`src/verilog/aznable_consts.svh`:
```
`ifndef AZNABLE_CONSTS_SVH
`define AZNABLE_CONSTS_SVH

// memory array address widths
`define AZ_PGROM_AW 15
`define AZ_WKRAM_AW 14

// memory map
// program ROM below the I/O base, work RAM from its base to the top
`define AZ_IO_BASE 16'h8000
`define AZ_WKRAM_BASE 16'hC000

// I/O pages, compared against address bits 15:8
`define AZ_JOY_PAGE 8'h81
`define AZ_PADDLE_PAGE 8'h84
`define AZ_TSTAMP_PAGE 8'h88
`define AZ_TIMER_PAGE 8'h89

// single-address system triggers
`define AZ_PAUSE_ADDR 16'h8A30
`define AZ_MENU_ADDR 16'h8A31

// readable bytes per input device
// 6 joysticks of 32 buttons each
`define AZ_JOY_BYTES 24
`define AZ_PADDLE_BYTES 6
// 33 bits, bit 32 toggles on change
`define AZ_TSTAMP_BYTES 5

// download index of the program ROM
`define AZ_DN_INDEX_PGROM 8'd0

// clk_24 cycles in one millisecond
`define AZ_MS_DIVIDE 24000

// video timing in ce_6 pixels and lines
`define AZ_H_ACTIVE 320
`define AZ_H_TOTAL 396
`define AZ_V_ACTIVE 240
`define AZ_V_TOTAL 256
`define AZ_HS_START 336
`define AZ_HS_END 368
`define AZ_VS_START 244
`define AZ_VS_END 247

`endif

```
`src/verilog/bus_pkg.sv`:
```
package bus_pkg;

	// processor side of the system bus
	typedef logic [15:0] cpu_addr_t;
	typedef logic [7:0] cpu_data_t;

	// loader side, used only to fill the program ROM
	typedef logic [23:0] dn_addr_t;
	typedef logic [7:0] dn_index_t;

	// decoded target of a processor access
	typedef enum logic [3:0]
	{
		RG_NONE,
		RG_PGROM,
		RG_WKRAM,
		RG_IN0,
		RG_JOY,
		RG_PADDLE,
		RG_TSTAMP,
		RG_TIMER,
		RG_PAUSE,
		RG_MENU
	} bus_region_t;

	// byte offset inside a multi-byte device
	typedef logic [4:0] byte_index_t;

endpackage

```
`src/verilog/address_decoder.sv`:
```
`timescale 1ns/10ps
`include "aznable_consts.svh"

module address_decoder
	import bus_pkg::*;
(
	input cpu_addr_t cpu_addr,
	output bus_region_t region,
	output byte_index_t byte_index
);

	logic [7:0] page;

	assign page = cpu_addr[15:8];

	// memories first, then the I/O window
	always_comb
	begin
		region = RG_NONE;
		if (cpu_addr < `AZ_IO_BASE)
		begin
			region = RG_PGROM;
		end
		else if (cpu_addr >= `AZ_WKRAM_BASE)
		begin
			region = RG_WKRAM;
		end
		else if (cpu_addr == `AZ_IO_BASE)
		begin
			region = RG_IN0;
		end
		else if (page == `AZ_JOY_PAGE)
		begin
			region = RG_JOY;
		end
		else if (page == `AZ_PADDLE_PAGE)
		begin
			region = RG_PADDLE;
		end
		else if (page == `AZ_TSTAMP_PAGE)
		begin
			region = RG_TSTAMP;
		end
		else if (page == `AZ_TIMER_PAGE)
		begin
			region = RG_TIMER;
		end
		else if (cpu_addr == `AZ_MENU_ADDR)
		begin
			region = RG_MENU;
		end
		else if (cpu_addr == `AZ_PAUSE_ADDR)
		begin
			region = RG_PAUSE;
		end
	end

	// low bits pick the byte of a multi-byte device
	assign byte_index = cpu_addr[$bits(byte_index_t)-1:0];

endmodule

```
`config.mk`:
```
export PLATFORM = sky130hd
export DESIGN_NAME = address_decoder
export DESIGN_NICKNAME = d
export VERILOG_FILES = /design/src/verilog/bus_pkg.sv /design/src/verilog/address_decoder.sv
export VERILOG_INCLUDE_DIRS = /design/src /design/src/verilog
export SDC_FILE = /design/constraint.sdc
export NUM_CORES = 1
export LEC_CHECK = 0
export BUFFER_PORTS_ARGS = -buffer_cell sky130_fd_sc_hd__buf_2
export CELL_PAD_IN_SITES_DETAIL_PLACEMENT = 1
export CELL_PAD_IN_SITES_GLOBAL_PLACEMENT = 2
export CORE_UTILIZATION = 14
export DETAILED_ROUTE_END_ITERATION = 8
export PLACE_DENSITY_LB_ADDON = 0.1
export SLEW_MARGIN = 40
export SYNTH_ARGS = -nofsm -noshare
export SYNTH_HDL_FRONTEND = slang
export SYNTH_SLANG_ARGS = --single-unit
export TNS_END_PERCENT = 1
```
`constraint.sdc`:
```
create_clock -name vclk -period 1
set_clock_uncertainty 0.05 [all_clocks]
set_input_delay 0 -clock vclk [all_inputs]
set_output_delay 0 -clock vclk [all_outputs]
set_load 0.1 [all_outputs]
```
Word-level counts from Yosys, hierarchy flattened
Index checks and enable logic that the tools add are counted.
{"block": "op_classes", "mux": 9, "eq_ne": 7, "n_lt_le_gt_ge": 2}
{"operator": "equality test 16 bit (second input constant)", "n": 3}
{"operator": "two-way mux 4 bit", "n": 9}
{"operator": "equality test 8 bit (second input constant)", "n": 4}
{"operator": ">= comparator 16 bit (second input constant)", "n": 1}
{"operator": "< comparator 16 bit (second input constant)", "n": 1}
{"block": "word_totals", "output_inout_bits": 9, "regBits": 0, "in_bits": 16}

Logic depth before layout (Yosys ltp)
{"block": "depth", "word_depth": 10, "depth_mapped": 4}

Least setup slack after synthesis
OpenSTA, ideal clock, no wires.
{"block": "synth_path", "kind": "input -> output", "start": "input cpu_addr[7]", "end": "output region[0]", "required_ns": 0.950, "n_path_buf": 0, "arrival_ns": 2.586, "path_stages": 3, "path_slack_ns": -1.636, "path_cell_list": "or4_4 > nor3_2 > a21o_1"}
{"block": "synth_between", "elab_chain_len": 9}
{"item": "start: declaration", "line": "address_decoder.sv:7", "rtl": "input cpu_addr_t cpu_addr,"}
{"item": "equality test 16 bit (no source line)"}
{"item": "two-way mux 4 bit", "line": "address_decoder.sv:48", "rtl": "else if (cpu_addr == `AZ_MENU_ADDR)"}
{"item": "two-way mux 4 bit", "line": "address_decoder.sv:44", "rtl": "else if (page == `AZ_TIMER_PAGE)"}
{"item": "two-way mux 4 bit", "line": "address_decoder.sv:40", "rtl": "else if (page == `AZ_TSTAMP_PAGE)"}
{"item": "two-way mux 4 bit", "line": "address_decoder.sv:36", "rtl": "else if (page == `AZ_PADDLE_PAGE)"}
{"item": "two-way mux 4 bit", "line": "address_decoder.sv:32", "rtl": "else if (page == `AZ_JOY_PAGE)"}
{"item": "two-way mux 4 bit", "line": "address_decoder.sv:28", "rtl": "else if (cpu_addr == `AZ_IO_BASE)"}
{"item": "two-way mux 4 bit", "line": "address_decoder.sv:24", "rtl": "else if (cpu_addr >= `AZ_WKRAM_BASE)"}
{"item": "two-way mux 4 bit *", "line": "address_decoder.sv:20", "rtl": "if (cpu_addr < `AZ_IO_BASE)"}
{"item": "end: declaration", "line": "address_decoder.sv:8", "rtl": "output bus_region_t region,"}
Every way passes the cells marked *; elsewhere a longest branch is shown, timed or not.

Worst setup path after layout
{"block": "layout_path", "start": "input cpu_addr[6]", "end": "output region[0]"}
The elaborated chain is that of the path after synthesis.

==> reports/results.tsv <==
metric	value	unit
status	complete, but fails checks	
failing checks	setup timing	
routability cong.	0.6979	
DR iter-0 viols	1	
WL met3	92	µm
cell leakage power	0.2416	nW
P&R area growth vs syn	169.7	%
vias in the first global route	298	
Synth cell types	18	
VDD IR-drop max	0.1408	mV
pwr/cell area	534.5	nW/µm²
Critical-path top delay cell	or4_4	
# clk buffers	0	
f_max	817.7	MHz
Post-route DRC	0	
sequential cells	0	
switching power	176.7	µW
FP Rows	13	
synthesized area per cell	7.757	µm²
Initial DRT Pass Iterations	2	
RSZ-0062 raised after global routing	yes	
Slew Limit Headroom	0.6783	
Comb power frac	1.000	
wire per inst	11.01	µm
Setup crit start	cpu_addr[6]	
Core Region	1301	µm²
dpl ws	-0.4127	ns
WS Path Type	input port to primary output	
Sequential cell area	0	µm²
max-cap violations	0	
Port Buffer Count	25	
Post-Syn Area	193.9	µm²
Total Routing Usage GR	0.1160	
cell family contributing the most delay on the critical path	simple AND/OR/NAND/NOR gates	
CP arrival	1.17	ns
uppermost layer routed	met3	
leading cell type in the layout, fill and taps excluded	buf_2	
ANT cells	0	
final setup vio count	4	
initial antenna violation count	0	
max-slew violation count	0	
CP peak stage delay	0.54	ns
class of the worst hold path	input port to primary output	
Syn Nets	41	
HPWL Detailed	708.9	µm
fraction of layout cells with a size suffix above 1	0.8070	
area of the multi-input gates	210.2	µm²
met2 wire length	406	µm
total number of vias	323	
share of the synthesized area in the top cell type	0.1935	
worst path buffer plus inverter count	2	
CTS Hold Buffers Added	0	
Reg power frac	0	
gr ovfl total	0	
post-layout minimum cycle time	1.223	ns
synth top area cells	buf_4 (19%), nor4b_4 (12%), nor3b_1 (7.7%)	
first-pass GRT wire length	1.262	mm
ANT nets after route	0	
Worst setup EP type	primary output	
Initial Util	0.1490	
Worst setup SP type	input port	
Setup crit end	region[0]	
post-synthesis sequential area ratio	0	
cell total after placement	70	
fill count	162	
Layout Cells excl Fill	72	
Ports	25	
commonest non-fill, non-tap cells in the layout	buf_2 (18), buf_4 (12), buf_12 (4)	
final WL	793	µm
CP Depth	5	
final worst slack	-0.2229	ns
area of placed instances	454.2	µm²
synth warn	0	
critical path fanouts, max	2	
Die Wd	39.22	µm
switching power share of the total	0.6320	
Clock Power Share	0	
Layout Nets	75	
CP required	0.95	ns
Final Hold Vio Count	0	
M1 WL	294	µm
Mapped Cells	25	
die area	1538	µm²
Final period util	1.223	
Cell Chain, Critical Path	buf_6, or4_4, nor3_4, a21o_4, buf_12	
internal power	102.9	µW
largest net degree at the start of global routing	5	
Slew @ Worst Pin	0.4859	ns
Final Cell Area	523.0	µm²
cell accounting for the most synthesized area	buf_4	
mean number of vias per cell	4.486	
WHS	0.3635	ns
Die Height	39.22	µm
worst min path at each step:
stage / startpoint / to / slack [ns] / cells past startpoint
after detailed placement: cpu_addr[2] / byte_index[2] / 0.34 / 2
after CTS: cpu_addr[2] / byte_index[2] / 0.35 / 2
after floorplan: cpu_addr[1] / region[3] / 0.06 / 1
after global routing: cpu_addr[2] / byte_index[2] / 0.37 / 2
after global placement: cpu_addr[2] / byte_index[2] / 0.35 / 2
final: cpu_addr[2] / byte_index[2] / 0.36 / 2
metal layers:
layer / track usage / vias to the layer above
met1: 0.1486 / 145
met5: 0 / -
met3: 0 / 0
li1: - / 158
met2: 0.2250 / 20
met4: 0 / 0
kinds of logic (layout without fill, tap and decap cells):
family                 Yosys count  in the layout  share of synthesized area
AO/OA/AOI/OAI                    5              5                     0.1678
buffers and inverters            5             37                     0.1936
XOR/XNOR                         1              1                    0.04517
AND/OR/NAND/NOR                 14             14                     0.5935
Yosys cell counts:
library cell / instances
xor2_1: 1
nand4_1: 1
o211ai_1: 1
nand2_1: 1
nand3_1: 1
nor3b_1: 2
nor3_2: 1
a21oi_1: 2
or4_4: 1
o31ai_1: 1
a21o_1: 1
nor4b_4: 1
nand3b_1: 1
nor4bb_1: 1
nor2_1: 1
and2_1: 1
buf_4: 5
nor4_1: 2
repair_timing:
| item | in CTS | in global routing |
|---|---|---|
| pin swaps | 2 | 1 |
| gates resized for setup | 6 | 3 |
| cloned | 0 | 0 |
| setup endpoints to repair | 4 | 4 |
| setup buffers | 2 | 0 |
power by group through the flow:
stage	clock [mW]	sequential [mW]	combinational, mW
after global placement	0	0	0.253
final	0	0	0.280
after global routing	0	0	0.294
after CTS	0	0	0.275
after floorplan	0	0	0.159
after detailed placement	0	0	0.257
final cells by class:
cell class | instances | share of cell area
multi-input cells | 20 | 0.4019
well taps | 15 | 0.03589
repair buffers | 37 | 0.5622
through the flow:
stage / total power, mW / util / setup TNS [ns]
floorplan: 0.1594 / - / -2.397
global placement: 0.2527 / 0.3490 / -0.7443
detailed placement: 0.2570 / 0.3490 / -1.073
CTS: 0.2747 / 0.3894 / -0.8128
global route: 0.2942 / 0.4019 / -1.040
finish: 0.2795 / 0.4019 / -0.6740
No activity file was read; power rests on OpenSTA's default activity.
