## src/verilog/aznable_consts.svh

```systemverilog
`ifndef AZNABLE_CONSTS_SVH
`define AZNABLE_CONSTS_SVH

// memory array address widths
`define AZ_PGROM_AW 15
`define AZ_WKRAM_AW 14

// memory map
// program ROM below the I/O base, work RAM from its base to the top
`define AZ_IO_BASE 16'h8000
`define AZ_WKRAM_BASE 16'hC000

// I/O pages, compared against address bits 15:8
`define AZ_JOY_PAGE 8'h81
`define AZ_PADDLE_PAGE 8'h84
`define AZ_TSTAMP_PAGE 8'h88
`define AZ_TIMER_PAGE 8'h89

// single-address system triggers
`define AZ_PAUSE_ADDR 16'h8A30
`define AZ_MENU_ADDR 16'h8A31

// readable bytes per input device
// 6 joysticks of 32 buttons each
`define AZ_JOY_BYTES 24
`define AZ_PADDLE_BYTES 6
// 33 bits, bit 32 toggles on change
`define AZ_TSTAMP_BYTES 5

// download index of the program ROM
`define AZ_DN_INDEX_PGROM 8'd0

// clk_24 cycles in one millisecond
`define AZ_MS_DIVIDE 24000

// video timing in ce_6 pixels and lines
`define AZ_H_ACTIVE 320
`define AZ_H_TOTAL 396
`define AZ_V_ACTIVE 240
`define AZ_V_TOTAL 256
`define AZ_HS_START 336
`define AZ_HS_END 368
`define AZ_VS_START 244
`define AZ_VS_END 247

`endif

```

## src/verilog/bus_pkg.sv

```systemverilog
package bus_pkg;

	// processor side of the system bus
	typedef logic [15:0] cpu_addr_t;
	typedef logic [7:0] cpu_data_t;

	// loader side, used only to fill the program ROM
	typedef logic [23:0] dn_addr_t;
	typedef logic [7:0] dn_index_t;

	// decoded target of a processor access
	typedef enum logic [3:0]
	{
		RG_NONE,
		RG_PGROM,
		RG_WKRAM,
		RG_IN0,
		RG_JOY,
		RG_PADDLE,
		RG_TSTAMP,
		RG_TIMER,
		RG_PAUSE,
		RG_MENU
	} bus_region_t;

	// byte offset inside a multi-byte device
	typedef logic [4:0] byte_index_t;

endpackage

```

## src/verilog/io_pkg.sv

```systemverilog
package io_pkg;

	// 6 devices, 32 buttons each
	typedef logic [191:0] joystick_t;

	// 6 devices, 8 bits each
	typedef logic [47:0] paddle_t;

	// seconds count in 31:0, bit 32 toggles with every change
	typedef logic [32:0] timestamp_t;

	// free running millisecond count, wraps
	typedef logic [15:0] ms_count_t;

	// horizontal and vertical beam position
	typedef logic [8:0] pixel_count_t;

endpackage

```

## src/verilog/io_ports.sv

```systemverilog
`timescale 1ns/10ps
`include "aznable_consts.svh"

module io_ports
	import bus_pkg::*;
	import io_pkg::*;
(
	input logic clk_24,
	input logic rst_n,
	input bus_region_t region,
	input byte_index_t byte_index,
	input logic cpu_wr_n,
	input joystick_t joystick,
	input paddle_t paddle,
	input timestamp_t timestamp,
	input ms_count_t timer,
	input logic menu,
	input logic pause,
	input logic vga_hs,
	input logic vga_vs,
	input logic vga_hb,
	input logic vga_vb,
	input cpu_data_t mem_rdata,
	output cpu_data_t cpu_din,
	output logic cpu_wait_n,
	output logic timer_clear
);

	localparam int TIMER_BYTES = $bits(ms_count_t) / 8;

	cpu_data_t dev_byte;
	cpu_data_t io_q;
	bus_region_t region_q;
	logic menu_trigger;
	logic pause_trigger;
	logic menu_wr;
	logic pause_wr;

	// byte k of a device is bits 8k+7:8k, anything past its size reads zero
	function automatic cpu_data_t pick_byte(input logic [255:0] wide, input byte_index_t idx,
		input int nbytes);
		cpu_data_t b;
		b = '0;
		if (int'(idx) < nbytes)
		begin
			b = wide[{idx, 3'b000} +: 8];
		end
		return b;
	endfunction

	assign menu_wr = !cpu_wr_n && (region == RG_MENU);
	assign pause_wr = !cpu_wr_n && (region == RG_PAUSE);
	assign timer_clear = !cpu_wr_n && (region == RG_TIMER);

	always_comb
	begin
		case (region)
			RG_IN0: dev_byte = {vga_hs, vga_vs, vga_hb, vga_vb, 2'b10, menu, 1'b0};
			RG_JOY: dev_byte = pick_byte(256'(joystick), byte_index, `AZ_JOY_BYTES);
			RG_PADDLE: dev_byte = pick_byte(256'(paddle), byte_index, `AZ_PADDLE_BYTES);
			RG_TSTAMP: dev_byte = pick_byte(256'(timestamp), byte_index, `AZ_TSTAMP_BYTES);
			RG_TIMER: dev_byte = pick_byte(256'(timer), byte_index, TIMER_BYTES);
			RG_MENU: dev_byte = {8{menu_trigger}};
			default: dev_byte = '0;
		endcase
	end

	// menu input sets, a processor write acknowledges
	always_ff @(posedge clk_24)
	begin
		if (!rst_n)
		begin
			menu_trigger <= 1'b0;
		end
		else if (menu_wr)
		begin
			menu_trigger <= 1'b0;
		end
		else if (menu)
		begin
			menu_trigger <= 1'b1;
		end
	end

	// processor requests a pause, external pause releases it
	always_ff @(posedge clk_24)
	begin
		if (!rst_n)
		begin
			pause_trigger <= 1'b0;
		end
		else if (pause)
		begin
			pause_trigger <= 1'b0;
		end
		else if (pause_wr)
		begin
			pause_trigger <= 1'b1;
		end
	end

	assign cpu_wait_n = !(pause || pause_trigger);

	// same edge as the memory read so both sources arrive together
	always_ff @(posedge clk_24)
	begin
		if (!rst_n)
		begin
			region_q <= RG_NONE;
			io_q <= '0;
		end
		else
		begin
			region_q <= region;
			io_q <= dev_byte;
		end
	end

	assign cpu_din = ((region_q == RG_PGROM) || (region_q == RG_WKRAM)) ? mem_rdata : io_q;

endmodule

```

## config.mk

```make
export PLATFORM = sky130hd
export DESIGN_NAME = io_ports
export DESIGN_NICKNAME = d
export VERILOG_FILES = /design/src/verilog/bus_pkg.sv /design/src/verilog/io_pkg.sv /design/src/verilog/io_ports.sv
export VERILOG_INCLUDE_DIRS = /design/src /design/src/verilog
export SDC_FILE = /design/constraint.sdc
export NUM_CORES = 1
export LEC_CHECK = 0
export BUFFER_PORTS_ARGS = -buffer_cell sky130_fd_sc_hd__clkbuf_2
export CAP_MARGIN = 10
export CORE_AREA = 2 2 127 129
export DETAILED_ROUTE_END_ITERATION = 8
export DIE_AREA = 0 0 129 131
export HOLD_SLACK_MARGIN = 0.03
export PLACE_DENSITY = 0.6
export SYNTH_ARGS = -nofsm -noshare
export SYNTH_HDL_FRONTEND = slang
export SYNTH_SLANG_ARGS = --single-unit
```

## constraint.sdc

```tcl
create_clock -name clk_24 -period 2 [get_ports clk_24]
set_input_delay 0.4 -clock clk_24 [delete_from_list [all_inputs] [get_ports clk_24]]
set_output_delay 0.4 -clock clk_24 [all_outputs]
set_load 0.05 [all_outputs]
```

* After elaboration in Yosys (flattened, before gate mapping)
Index checks and enable logic that the tools add are counted.
** Word-level totals
- Register bits :: 14
- Bits in latches :: 0
- Memory bits (writable) :: 0
- Memory bits (read-only) :: 0
- Input bits :: 315
- Logic and storage cells :: 37
- Memories kept :: 0
** Operators by class
- Add/sub/neg operators :: 0
- Multipliers :: 0
- Divide/modulo/power cells :: 0
- Order comparisons :: 4
- Eq/ne operators :: 9
- Shifts and indexed selects :: 4
- Muxes and demuxes :: 6
- Bitwise operators :: 1
- Reduce and logical (&&, ||, !) cells :: 9
** Operator list (count)
- $shiftx A256 B9 Y8 :: 4
- $pmux W8 S6 :: 1
- $mux W8 :: 5
- $eq A4 B3 Y1 const B :: 4
- $lt A5 B3 Y1 const B :: 2
- $eq A4 B2 Y1 const B :: 2
- $eq A4 B4 Y1 const B :: 2
- $lt A5 B2 Y1 const B :: 1
- $lt A5 B5 Y1 const B :: 1
- $eq A4 B1 Y1 const B :: 1
- $reduce_or A2 Y1 :: 2
- $logic_and A1 B1 Y1 :: 3
- $logic_not A1 Y1 :: 2
- $logic_or A1 B1 Y1 :: 2
- $not A1 Y1 :: 1

* Logic depth before layout (Yosys ltp)
- Depth after elaboration :: 3
- Mapped depth :: 10
- Gate-level depth less buffers :: 6

* Least setup slack after synthesis
Ideal clock, no wire load.
- Kind :: input to output
- From :: in region[3]
- To :: out timer_clear
- Arrival time :: 1900 ps
- Required time :: 1600 ps
- Path slack :: -300 ps
- Stages :: 4
- Path buffers :: 1
- Cell sequence :: and2b_1 buf_6 nand2_2 nor3b_1
** Between the ends
- Cells in the longest elaborated chain, start to end :: 2
** Ends and longest elaborated chain
- start, declared :: RTL line io_ports.sv:10 : input bus_region_t region,
- $eq A4 B3 Y1 :: RTL line io_ports.sv:53 : assign timer_clear = !cpu_wr_n && (region == RG_TIMER);
- $logic_and A1 B1 Y1 :: RTL line io_ports.sv:53
- end, declared :: RTL line io_ports.sv:26 : output logic timer_clear
No other way between the ends.

* Worst setup path in the final report
- From :: reg region_q[0]
- To :: out cpu_din[0]
** Between the ends
- Cells in the longest elaborated chain, start to end :: 3
- Elaborated cells on any way between the ends :: 4
** Ends and longest elaborated chain
- start, declared :: RTL line io_ports.sv:33 : bus_region_t region_q;
- start signal, assigned :: RTL line io_ports.sv:114 : region_q <= region;
- $eq A4 B1 Y1 or $eq A4 B2 Y1 (tied branches) :: RTL line io_ports.sv:119 : assign cpu_din = ((region_q == RG_PGROM) || (region_q == RG_WKRAM)) ? mem_rdata : io_q;
- $logic_or A1 B1 Y1 * :: RTL line io_ports.sv:119
- $mux W8 * :: RTL line io_ports.sv:119
- end, declared :: RTL line io_ports.sv:24 : output cpu_data_t cpu_din,
Mark *: on every way between the ends. The rest lies on a longest branch, timed or not.

==> impl_metrics.toml <==
[synth]
yosys.cell_types.count = 51
synth-main-ff-cell = "dfxtp_1"
syn_area_um2 = 3190
syn_avg_cell_area_um2 = 9.07
synth_edf_count = 0
ys_warn_count = 0
syn-instance-count = 352
ys_seq_area_frac = 0.0878
synth_nets = 667
ys_seq_elements = 14
postSynth.asyncResetShare = 0

[route]
post_drt_via_cell_ratio = 4.73
drt-initial-drc-count = 195
drt-total-wl_um = 16800
wirelength_met1_um = 7090
wl_met3_um = 989
wl_per_cell_um = 18.3
met2WireLength_um = 8670
drc = 0
num_vias = 4344
top_layer = "met4"
first_pass_iters = 5
ant_nets = 0

[sta]
rsz0062_at_grt = "no"
min_period_over_period = 0.973
holdWs_ns = 0.340
min_period_ns = 1.95
hold_viol = 0
tightest_slew_ns = 0.769
clock_skew_ns = 0.000550
fmax_mhz = 514
slew_violations = 0
slew_headroom = 0.486
finalSetupViolCount = 0

[cells_and_area]
fin_nets = 1019
diodes = 0
drive_gt1_frac = 0.640
layout_common_cells = "clkbuf_2 (314), buf_4 (56), mux2i_1 (46)"
mostFrequentLayoutCell = "clkbuf_2"
final_core_util = 0.354
syn_to_final_growth_pct = 73.0

[cts]
clkLatencyLatePin_ns = 0.24
root_buffer = "clkbuf_16"
ctsLongestPathBuffers = 2
clk_pin_slew_ns = 0.05
h-tree-depth = 1
post_cts_buffers = 0
cts_sinks = 14
cts_tree = "done"
numCtsBuffers = 3

[outcome]
outcome = "finished clean"

[floorplan]
row_count = 46
start_util = 0.205
core_area_um2 = 15600
io_pins = 325
dieWidth_um = 129
dieArea_um2 = 16900
die_height_um = 131

[worst_setup_path]
worstSetupPathType = "reg2out"
critical_path.max_fanout = 8
required_ns = 1.60
cp_slowest_stage_delay_ns = 0.39
crit_arrival_ns = 1.55
path_cells = "xnor2_1 -> or3_4 -> mux2_2 -> buf_2"
crit_slowest_cell = "or3_4"
end_kind = "output pin"
cp-start-kind = "flop"

[global_route]
grt_overflow = 0
antenna_found_initial = 0
track_usage = 0.186
grt_pass1_wl_um = 23900
grt_start_max_net_pins = 24
grt_pass1_vias = 4366

[worst_hold_path]
hp-class = "in2reg"

[placement]
port_buffers = 324
routabilityCongestion = 0.869
hpwl_um = 15000

[power_and_ir_drop]
peakVddDrop_v = 0.000260
p_leak_uw = 0.00280
power_density_nw_per_um2 = 321

[run]
maxCapViolCount = 0
==> per-layer routing <==
| metal | vias up | GRT usage |
|---|---|---|
| met5 | - | 0 |
| met4 | 0 | 0.0141 |
| met3 | 10 | 0.0265 |
| met2 | 191 | 0.341 |
| met1 | 2041 | 0.242 |
| li1 | 2102 | - |
==> final timing paths <==
| check | from | end | slack, ns | cells after the start |
|---|---|---|---|---|
| max | region_q[0] | cpu_din[0] | 0.05 | 4 |
| min | pause | pause_trigger | 0.34 | 2 |
| max reg2reg | menu_trigger | io_q[4] | 0.59 | 6 |
| min reg2reg | pause_trigger | pause_trigger | 0.52 | 2 |
==> power breakdown <==
part | internal (uW) | switching, uW
registers | 289 | 4.90
logic | 591 | 467
clock network | 303 | 115
total | 1180 | 588
==> critical path, delay by kind of cell (launching register included) <==
kind                   cells  cell delay, ns
XOR/XNOR                   1            0.11
flip-flops                 1            0.30
multiplexers               1            0.29
AND/OR/NAND/NOR            1            0.39
buffers and inverters      1            0.21
==> per-stage QoR <==
| stage | setup slack (ns) | cells | instance area [um^2] | TNS, ns | power (uW) |
|---|---|---|---|---|---|
| floorplan | 0.0455 | 352 | 3200 | 0 | 825 |
| global placement | -0.204 | 915 | 5410 | -0.836 | 1350 |
| detailed placement | -0.232 | 915 | 5410 | -0.960 | 1360 |
| CTS | 0.0115 | 919 | 5510 | 0 | 1790 |
| global route | 0.00183 | 919 | 5520 | 0 | 1890 |
| finish | 0.0533 | 919 | 5520 | 0 | 1770 |
==> layout make-up <==
class / instances / area [um^2]
sequential: 14 / 280
timing repair buffer: 382 / 2160
tap: 216 / 270
fill: 1702 / 10100
multi-input combinational: 289 / 2670
clock buffer: 4 / 88.8
inverter: 14 / 52.6
==> logic make-up after synthesis <==
logic type,share of synthesized area
mux,0.490
compound gates,0.213
simple gates,0.128
buf+inv,0.0788
flops,0.0878
xor+xnor,0.00274
==> cells in the mapped netlist, types with 3 or more instances <==
library cell	n	area share
o21ai_0	14	0.022
mux2i_1	46	0.14
buf_2	15	0.024
nor2_1	21	0.025
nand2b_1	4	0.0078
a211oi_1	11	0.026
a221oi_1	4	0.011
a22oi_1	5	0.012
buf_1	3	0.0035
dfxtp_1	14	0.088
o2bb2ai_1	3	0.0082
mux2_2	18	0.063
nor3b_1	5	0.012
buf_6	4	0.014
buf_4	5	0.012
and2_1	5	0.0098
inv_1	12	0.014
o22ai_1	13	0.025
mux4_2	39	0.28
clkbuf_1	8	0.0094
o221ai_1	5	0.014
a21oi_1	23	0.036
a31oi_1	4	0.0078
a22o_1	3	0.0082
nand3_1	5	0.0078
o21ai_1	6	0.0094
nand2_1	25	0.029
==> repair_timing <==
item | CTS | global route
hold buffers | 0 | 0
gates resized for setup | 3 | 16
endpoints found under the setup margin | 8 | 11
pin swaps | 0 | 1
==> registers in the layout (all words and copies together), names as in the netlist <==
name	flops
io_q	8
menu_trigger	1
pause_trigger	1
region_q	4
No activity file was read; power rests on OpenSTA's default activity.
