[config.mk]
export PLATFORM = sky130hd
export DESIGN_NAME = ms_timer
export DESIGN_NICKNAME = d
export VERILOG_FILES = /design/src/verilog/io_pkg.sv /design/src/verilog/ms_timer.sv
export VERILOG_INCLUDE_DIRS = /design/src /design/src/verilog
export SDC_FILE = /design/constraint.sdc
export NUM_CORES = 1
export LEC_CHECK = 0
export BUFFER_PORTS_ARGS = -buffer_cell sky130_fd_sc_hd__buf_2
export CORE_MARGIN = 3
export CORE_UTILIZATION = 30
export DETAILED_ROUTE_END_ITERATION = 10
export PLACE_DENSITY_LB_ADDON = 0.25
export SYNTH_ARGS = -nofsm -noshare
export SYNTH_HDL_FRONTEND = slang
export SYNTH_SLANG_ARGS = --single-unit
[constraint.sdc]
create_clock -name clk_24 -period 2.2 [get_ports clk_24]
set_clock_uncertainty 0.05 [all_clocks]
set_input_delay 0.11 -clock clk_24 [delete_from_list [all_inputs] [get_ports clk_24]]
set_output_delay 0.11 -clock clk_24 [all_outputs]
set_load 0.05 [all_outputs]
[src/verilog/aznable_consts.svh]
`ifndef AZNABLE_CONSTS_SVH
`define AZNABLE_CONSTS_SVH

// memory array address widths
`define AZ_PGROM_AW 15
`define AZ_WKRAM_AW 14

// memory map
// program ROM below the I/O base, work RAM from its base to the top
`define AZ_IO_BASE 16'h8000
`define AZ_WKRAM_BASE 16'hC000

// I/O pages, compared against address bits 15:8
`define AZ_JOY_PAGE 8'h81
`define AZ_PADDLE_PAGE 8'h84
`define AZ_TSTAMP_PAGE 8'h88
`define AZ_TIMER_PAGE 8'h89

// single-address system triggers
`define AZ_PAUSE_ADDR 16'h8A30
`define AZ_MENU_ADDR 16'h8A31

// readable bytes per input device
// 6 joysticks of 32 buttons each
`define AZ_JOY_BYTES 24
`define AZ_PADDLE_BYTES 6
// 33 bits, bit 32 toggles on change
`define AZ_TSTAMP_BYTES 5

// download index of the program ROM
`define AZ_DN_INDEX_PGROM 8'd0

// clk_24 cycles in one millisecond
`define AZ_MS_DIVIDE 24000

// video timing in ce_6 pixels and lines
`define AZ_H_ACTIVE 320
`define AZ_H_TOTAL 396
`define AZ_V_ACTIVE 240
`define AZ_V_TOTAL 256
`define AZ_HS_START 336
`define AZ_HS_END 368
`define AZ_VS_START 244
`define AZ_VS_END 247

`endif

[src/verilog/io_pkg.sv]
package io_pkg;

	// 6 devices, 32 buttons each
	typedef logic [191:0] joystick_t;

	// 6 devices, 8 bits each
	typedef logic [47:0] paddle_t;

	// seconds count in 31:0, bit 32 toggles with every change
	typedef logic [32:0] timestamp_t;

	// free running millisecond count, wraps
	typedef logic [15:0] ms_count_t;

	// horizontal and vertical beam position
	typedef logic [8:0] pixel_count_t;

endpackage

[src/verilog/ms_timer.sv]
`timescale 1ns/10ps
`include "aznable_consts.svh"

module ms_timer
	import io_pkg::*;
(
	input logic clk_24,
	input logic rst_n,
	input logic clear,
	output ms_count_t count
);

	localparam int PRE_W = $clog2(`AZ_MS_DIVIDE);

	logic [PRE_W-1:0] prescale;

	// clear restarts the millisecond too, not just the count
	always_ff @(posedge clk_24)
	begin
		if (!rst_n || clear)
		begin
			prescale <= '0;
			count <= '0;
		end
		else if (prescale == PRE_W'(`AZ_MS_DIVIDE - 1))
		begin
			prescale <= '0;
			count <= count + 1'b1;
		end
		else
		begin
			prescale <= prescale + 1'b1;
		end
	end

endmodule

After elaboration in Yosys (flattened, before gate mapping)
Cells that the tools add are included.

word-level totals
  logic and storage cells = 8
  input port bits = 3
  flip-flop bits (word level) = 31
  output and inout port bits = 16

cells by class
  reductions and logical operators = 3
  add/sub/neg operators = 2
  equal/unequal tests = 1

operators with widths
  cell                     count
  $add A16 B1 Y16 const B  1
  $add A15 B1 Y15 const B  1
  $eq A15 B15 Y1 const B   1
  $reduce_or A2 Y1         1
  $logic_not A1 Y1         1
  $logic_or A1 B1 Y1       1

Depth between registers and ports, before layout
Gate-level depths: netlist of the first run.

  depth in word-level cells = 3
  mapped depth = 7
  depth with buffers taken out = 5

Worst setup path after synthesis of the first run
OpenSTA, ideal clock, no wires.

  path type = register to register
  start = reg prescale[0]
  end = reg count[10]
  required time = 2080 ps
  period minus slack after synthesis = 2047 ps
  arrival = 1927 ps
  stages on the path, launching flop included = 7
  path slack = 153 ps
  buffers on the path = 1
  cell sequence = dfxtp_1 -> ha_1 -> nand4_1 -> or4_4 -> buf_6 -> or4_1 -> a21oi_1

on the way
  word-level cells in the longest chain between the ends = 1

RTL lines
  element                 line            text
  from (decl)             ms_timer.sv:15  logic [PRE_W-1:0] prescale;
  from (signal assigned)  ms_timer.sv:32  prescale <= prescale + 1'b1;
  $eq A15 B15 Y1          ms_timer.sv:25  else if (prescale == PRE_W'(`AZ_MS_DIVIDE - 1))
  to (signal assigned)    ms_timer.sv:28  count <= count + 1'b1;
  to (decl)               ms_timer.sv:10  output ms_count_t count

No other way between the ends.
A chain may end at the register's enable or synchronous reset.

Final worst setup path of the first run
  start = reg prescale[6]
  end = reg count[4]

Same word-level chain as after synthesis.

==> results.txt, run 1 <==
- Remaining routing DRC violations: 0
* Area of combinational cells with multiple inputs: 766 µm²
- Type of the worst min-delay path: input pin to flip-flop
* Insertion delay to the later sink of the worst-skew pair: 0.28 ns
- Tcrit/Tclk final: 93.5%
- At the placement stage, the worst setup path has a slack of 0.0610 ns.
- Initial Utilization: 32.0%
* Final Worst Setup Slack: 0.142 ns
* Sequential area share after synthesis: 43.3%
* Proportion of register bits with asynchronous set or reset after synthesis: 0%
- DR WL/cell: 12.5 µm
- During placement, the flow inserted port buffers numbering 18.
* Wire length of the first global-routing pass: 5530 µm
- Post-synthesis net count: 171
- The most critical setup path has its startpoint at prescale[6]$_SDFF_PP0_.
- Via count of the first global-routing pass: 1194
* Dpl hpwl: 2100 µm
- Share of the synthesized area in the top cell type: 43.3%
* Worst hold margin: 0.111 ns
- The first detailed-routing pass took 4 iterations.
* Drt first-iter violations: 70
- P per Cell Area: 599 nW/µm²
* Mean number of vias per cell: 5.14
- The net count of the finished layout is 195.
- STA classifies the critical path endpoint as a flip-flop.
- The post-route netlist has 16.8% of its cells at a drive strength greater than 1.
- Master cell of the clock root buffer: sky130_fd_sc_hd__clkbuf_8
* Pin count of the biggest net entering global routing: 27
- The setup path with the least slack is of type flip-flop to flip-flop.
- N_diodes: 0
- Across the run, the number of max-cap violations was 0.
- The worst pin sits at a relative slew slack of 53.0%.
* Type of element launching the critical path: flip-flop
- Unrepaired setup endpoints after global routing: false
- Run status: finished, final reports clean
* Ys Warns: 0
- Most instantiated library cell after synthesis: sky130_fd_sc_hd__dfxtp_1
- Across the VDD grid, the largest voltage drop is 0.000331 V.
* Final Hold Fails: 0
* Data arrival time at the worst-slack endpoint: 2.21 ns
- CTS tree: done
* Remaining number of nets flagged by the antenna check after routing: 0
* Final Max Tran Viols: 0
- Deepest clock path buffer count: 2
- Timing would allow up to 486 MHz.
- Sum of overflow across all layers after global routing: 0
- Final sum of negative setup slack: 0 ns
* Yosys top cell by area: sky130_fd_sc_hd__dfxtp_1
* Horizontal die dimension: 75.1 µm
- Post-synthesis to final-layout area growth: 17.2%
* R2r worst-path depth: 4
* GR Util All Layers: 12.8%
- Pin placement for this block handled 19 I/O pins.
- The path with the worst hold slack has its endpoint at prescale[1]$_SDFF_PP0_.
- At the pin with the least slew margin, the transition time is 0.706 ns.
- In this run the post-CTS setup repair buffer count came out at 0.
- Critical path data required time: 2.35 ns
* Total number of placement rows: 24
- The number of antenna violations at the first check in global routing came to 0.
* Post-synthesis cell type count: 32
* Clock-pin slew on the worst setup and hold paths: 0.07 ns
- Highest fanout seen on the critical path: 26
* Placeable core region: 4470 µm²
- Launch instance of the worst register-to-register path: prescale[6]$_SDFF_PP0_
* CTS H-Tree Depth: 2
- CTS resizes: 0
* Static leakage: 0.572 nW
- Setup violations remaining at the end of the flow were counted as 0.
* Number of filler instances in the final layout: 474
- Num Clock Sinks: 31
- For this run, the leading register cell type out of synthesis is sky130_fd_sc_hd__dfxtp_1.
* Number of hold buffers added after cts: 0
* Post-synthesis area per instance: 8.63 µm²
- Counting flops and latches in the post-synthesis netlist gives 31.
- For the finished layout, the period the worst path requires is 2.06 ns.
- Yosys mapped a number of flops with a built-in enable equal to 0.
* Routed via count: 1249
- Synthesis produced 166 cells.
- Synth area leaders: sky130_fd_sc_hd__dfxtp_1 (43%), sky130_fd_sc_hd__a21oi_1 (5.6%), sky130_fd_sc_hd__o31ai_1 (4.7%), sky130_fd_sc_hd__or4_1 (4.7%), sky130_fd_sc_hd__xnor2_1 (4.3%)
* Number of stages on the worst hold path: 3
- Summing every instance area after synthesis gives 1430 µm².
- Die outline height: 75.1 µm
- Floorplan die area: 5640 µm²
* Util after Layout: 37.5%
- Reg-to-reg setup timing slack: 0.14 ns
- Number of buffers inserted during clock tree synthesis: 5
* Most frequent cells after synthesis: sky130_fd_sc_hd__dfxtp_1 (31), sky130_fd_sc_hd__a21oi_1 (16), sky130_fd_sc_hd__nor2_1 (16), sky130_fd_sc_hd__nand2_1 (13)
* Total Wirelength: 3050 µm
- The congestion estimate from routability-driven global placement came to 0.736.
- Registers take 621 µm².
- In this run the most critical hold path is launched from clear.
- In this run the critical register-to-register path is captured at count[4]$_SDFFE_PP0N_.
cell usage in the layout, fill, tap and decap left out, types with 2 or more instances in the layout:
cell / count
sky130_fd_sc_hd__dfxtp_1: 31
sky130_fd_sc_hd__buf_2: 18
sky130_fd_sc_hd__nor2_1: 16
sky130_fd_sc_hd__a21oi_1: 16
sky130_fd_sc_hd__nand2_1: 13
sky130_fd_sc_hd__o31ai_1: 9
sky130_fd_sc_hd__or4_1: 9
sky130_fd_sc_hd__nand3_1: 8
sky130_fd_sc_hd__nand4_1: 7
sky130_fd_sc_hd__xnor2_1: 7
sky130_fd_sc_hd__o21ai_0: 6
sky130_fd_sc_hd__buf_4: 6
sky130_fd_sc_hd__xor2_1: 5
sky130_fd_sc_hd__or3_1: 5
sky130_fd_sc_hd__clkbuf_8: 5
sky130_fd_sc_hd__and3_1: 4
sky130_fd_sc_hd__inv_1: 3
sky130_fd_sc_hd__and4_1: 3
sky130_fd_sc_hd__and2_1: 2
sky130_fd_sc_hd__nor3_1: 2
sky130_fd_sc_hd__nor4_1: 2
sky130_fd_sc_hd__ha_1: 2
sky130_fd_sc_hd__clkbuf_1: 2
cell type report:
cell class / count / share of cell area (%)
multi-input combinational: 125 / 45.6
sequential: 31 / 37.0
timing repair buffer: 24 / 8.05
clock buffer: 7 / 4.55
tap: 52 / 3.87
inverter: 3 / 0.671
clock inverter: 1 / 0.298
per-layer routing:
layer / routed length (µm) / vias to the layer above / GRT usage, %
met5: 0 / - / 0
met3: 115 / 2 / 4.81
met1: 1610 / 566 / 16.7
met2: 1300 / 22 / 19.3
li1: - / 659 / -
met4: 23 / 0 / 4.15
through the flow:
stage | area (µm²) | power (mW) | std cells
final | 1680 | 1.01 | 243
after global routing | 1680 | 1.05 | 243
after CTS | 1680 | 1.03 | 243
after detailed placement | 1600 | 0.593 | 235
after global placement | 1600 | 0.593 | 235
after floorplan | 1430 | 0.587 | 166
power breakdown:
group / internal (mW) / switching, mW / leakage [nW]
logic: 0.00501 / 0.0114 / 0.280
registers: 0.563 / 0.00117 / 0.250
clock network: 0.222 / 0.204 / 0.0422
total: 0.790 / 0.216 / 0.572
kinds of logic after synthesis:
kind of cell             synth area share (%)
AND/OR/NAND/NOR                          30.7
AO/OA/AOI/OAI                            13.0
flip-flops                               43.3
XOR/XNOR                                 7.34
buffers and inverters                    3.23
adder cells (fa/ha/maj)                  1.75
multiplexers                            0.699
worst max-delay path by stage:
stage | cells after the start | endpoint
final | 4 | count[4]$_SDFFE_PP0N_
after CTS | 5 | count[4]$_SDFFE_PP0N_
after floorplan | 6 | count[10]$_SDFFE_PP0N_
after global placement | 5 | count[5]$_SDFFE_PP0N_
after global routing | 4 | count[5]$_SDFFE_PP0N_
after detailed placement | 5 | count[4]$_SDFFE_PP0N_
state kept, by name (all words and copies together) (netlist names):
register	cells
count	16
prescale	15
worst max-delay path, cell delays in order, from the launching register on:
cell and delay (ns):
sky130_fd_sc_hd__dfxtp_1 0.37, sky130_fd_sc_hd__nand4bb_1 0.19, sky130_fd_sc_hd__or4_4 0.67, sky130_fd_sc_hd__or4b_1 0.54, sky130_fd_sc_hd__a21oi_1 0.16
No activity file was read; power rests on OpenSTA's default activity.
==> inputs of run 2 (changes only) <==
Settings changed: CTS_BUF_LIST set to sky130_fd_sc_hd__clkbuf_4.
Clock period 2.2 ns to 2.4 ns, I/O delays scaled along.
==> run 2 against run 1 <==
Effect of this change: die area is the same; register-to-register slack gained 0.03 ns; sequential power shrank 8.3%; clock power shrank 30%; core utilization shrank 1.5 points.
==> results.txt, run 2 (synthesis results as in run 1) <==
- Run status: finished, final reports clean
- The part of the cycle the worst path needs is 92.8% (-0.72 points).
- Final Hold Fails: 0 (unchanged)
* Via count of the first global-routing pass: 1069 (-10%)
* Final Worst Setup Slack: 0.172 ns (+0.0302 ns)
- The global-route wire length before repair is 5090 µm (-8.0%).
* Critical Path Sink Type: flip-flop
- Transition time at the pin with the least slew margin: 0.644 ns (-0.0612 ns)
* Insertion delay to the later sink of the worst-skew pair: 0.33 ns (+0.05 ns)
* Final sum of negative setup slack: 0 ns (unchanged)
* N_diodes: 0 (unchanged)
- IO buf count: 18 (unchanged)
* Number of endpoints failing setup at the final stage: 0 (unchanged)
- The clock period minus final worst setup slack was 2.23 ns (+0.170 ns).
* Sum of overflow across all layers after global routing: 0 (unchanged)
- Register bank with the most flops: count
- Commonest cells after routing, fill and taps aside: sky130_fd_sc_hd__dfxtp_1 (31), sky130_fd_sc_hd__buf_2 (18), sky130_fd_sc_hd__nor2_1 (16), sky130_fd_sc_hd__a21oi_1 (16), sky130_fd_sc_hd__nand2_1 (13)
- Gpl congestion: 0.717 (-2.6%)
- The number of clock buffers inserted by TritonCTS came to 5 (unchanged).
- The number of cells after detailed placement was 230 (-2.1%).
* Mean number of vias per cell: 5.11 (-0.60%)
- The flip-flop count of the largest register after layout came to 16 (unchanged).
- Leading cell type in the layout, fill and taps excluded: sky130_fd_sc_hd__dfxtp_1
- STA classifies the critical path startpoint as a flip-flop.
- Relative to the synthesized area, the layout overhead comes to 12.6%.
- TritonCTS built the clock tree.
* Dpl hpwl: 1970 µm (-6.0%)
* Post-CTS repair timing setup buffer count: 0 (unchanged)
- The maximum level of the CTS H-tree was 2 (unchanged).
* GR Util All Layers: 12.0% (-0.73 points)
- Post-layout power: 0.828 mW (-18%)
- The remaining number of nets flagged by the antenna check after routing was 0 (unchanged).
* Peak supply drop: 0.000299 V (-9.4%)
- The fraction of final layout cells sized beyond drive strength 1 is 14.5% (-2.2 points).
- The post-route non-filler standard cell count was 238 (-2.1%).
- The critical path data required time was 2.61 ns (+0.26 ns).
- The tree is rooted in a sky130_fd_sc_hd__clkbuf_4.
- The number of pins with negative max-slew slack in the final report was 0 (unchanged).
* Worst slack at placement: 0.182 ns (+0.121 ns)
* Area post-placement: 1560 µm² (-2.3%)
- Layout Cell Area excl Fill: 1610 µm² (-3.9%)
* Number of nets in the layout: 190 (-2.6%)
* P per Cell Area: 513 nW/µm² (-14%)
- Clock-pin slew on the worst setup and hold paths: 0.10 ns (+0.03 ns)
- The starting DRC count in detailed routing was 45 (-36%).
- The worst hold path belongs to the class input pin to flip-flop.
* Relative slew margins: 57.0% (+4.1 points)
* Initial Utilization: 32.0% (unchanged)
- The count of maximum capacitance violations was 0 (unchanged).
- The horizontal die dimension was 75.1 µm (unchanged).
- The total die area is 5640 µm² (unchanged).
- The hold slack came to 0.0692 ns (-0.0420 ns).
* Util after Layout: 36.0% (-1.5 points)
- Highest fanout seen on the critical path: 32 (+23%)
- The maximum count of clock buffers along a single path came to 2 (unchanged).
- Number of hold buffers added after cts: 0 (unchanged)
- CTS resizes: 0 (unchanged)
- The worst setup path is of the flip-flop to flip-flop kind.
- Setup repair after global routing left no endpoint under its margin.
- The vias after detailed routing is 1216 (-2.6%).
- The DRC violation count after routing was 0 (unchanged).
- The largest registers in the layout are count x16, prescale x15.
- The wire length reported by the detailed router came to 2930 µm (-3.9%).
- Die outline height: 75.1 µm (unchanged)
- The number of top-level pins came to 19 (unchanged).
* Number of antenna violations at the first check in global routing: 0 (unchanged)
- Num Clock Sinks: 31 (unchanged)
* Pin count of the biggest net entering global routing: 33 (+22%)
- The average wire per standard cell came to 12.3 µm (-1.9%).
- The placeable core region came to 4470 µm² (unchanged).
- The static power due to leakage is 0.535 nW (-6.4%).
* Total number of placement rows: 24 (unchanged)
* Number of iterations in the first detailed-routing pass: 4 (unchanged)
* Data arrival time at the worst-slack endpoint: 2.44 ns (+0.23 ns)
- Highest attainable clock frequency: 449 MHz (-7.6%)
## run 2: layout make-up
class                           instances  area, µm²
Clock buffer                            6       45.0
Tap cell                               52       65.1
Inverter                                3       11.3
Sequential cell                        31        621
Clock inverter                          2       7.51
Fill cell                             490       2860
Timing Repair Buffer                   19       97.6
Multi-Input combinational cell        125        766
## run 2: worst max-delay path: stages (launching register included)
cell                      delay (ns)
sky130_fd_sc_hd__dfxtp_1        0.37
sky130_fd_sc_hd__ha_1           0.21
sky130_fd_sc_hd__nand4_1        0.11
sky130_fd_sc_hd__or4_4          0.71
sky130_fd_sc_hd__or4b_1         0.55
sky130_fd_sc_hd__a21oi_1        0.15
## run 2: where the power goes
part	internal [mW]	switching, mW
logic	0.00338	0.0101
registers	0.516	0.00131
clock network	0.120	0.178
## run 2: path summary, 6_finish.rpt
path | startpoint | endpoint | slack (ns) | depth (start not counted)
setup / recovery | prescale[0]$_SDFF_PP0_ | count[4]$_SDFFE_PP0N_ | 0.17 | 5
hold / removal | clear | prescale[1]$_SDFF_PP0_ | 0.07 | 3
setup reg to reg | prescale[0]$_SDFF_PP0_ | count[4]$_SDFFE_PP0N_ | 0.17 | 5
hold reg to reg | prescale[0]$_SDFF_PP0_ | prescale[0]$_SDFF_PP0_ | 0.41 | 1
## run 2: per-layer routing
metal  GRT usage [%]  part of all wire, %  up-vias
met5               0                    0        -
met4            4.74                  1.7        0
li1                -                    -      651
met2            17.3                   41       16
met1            15.8                   53      544
met3            5.21                  3.9        5
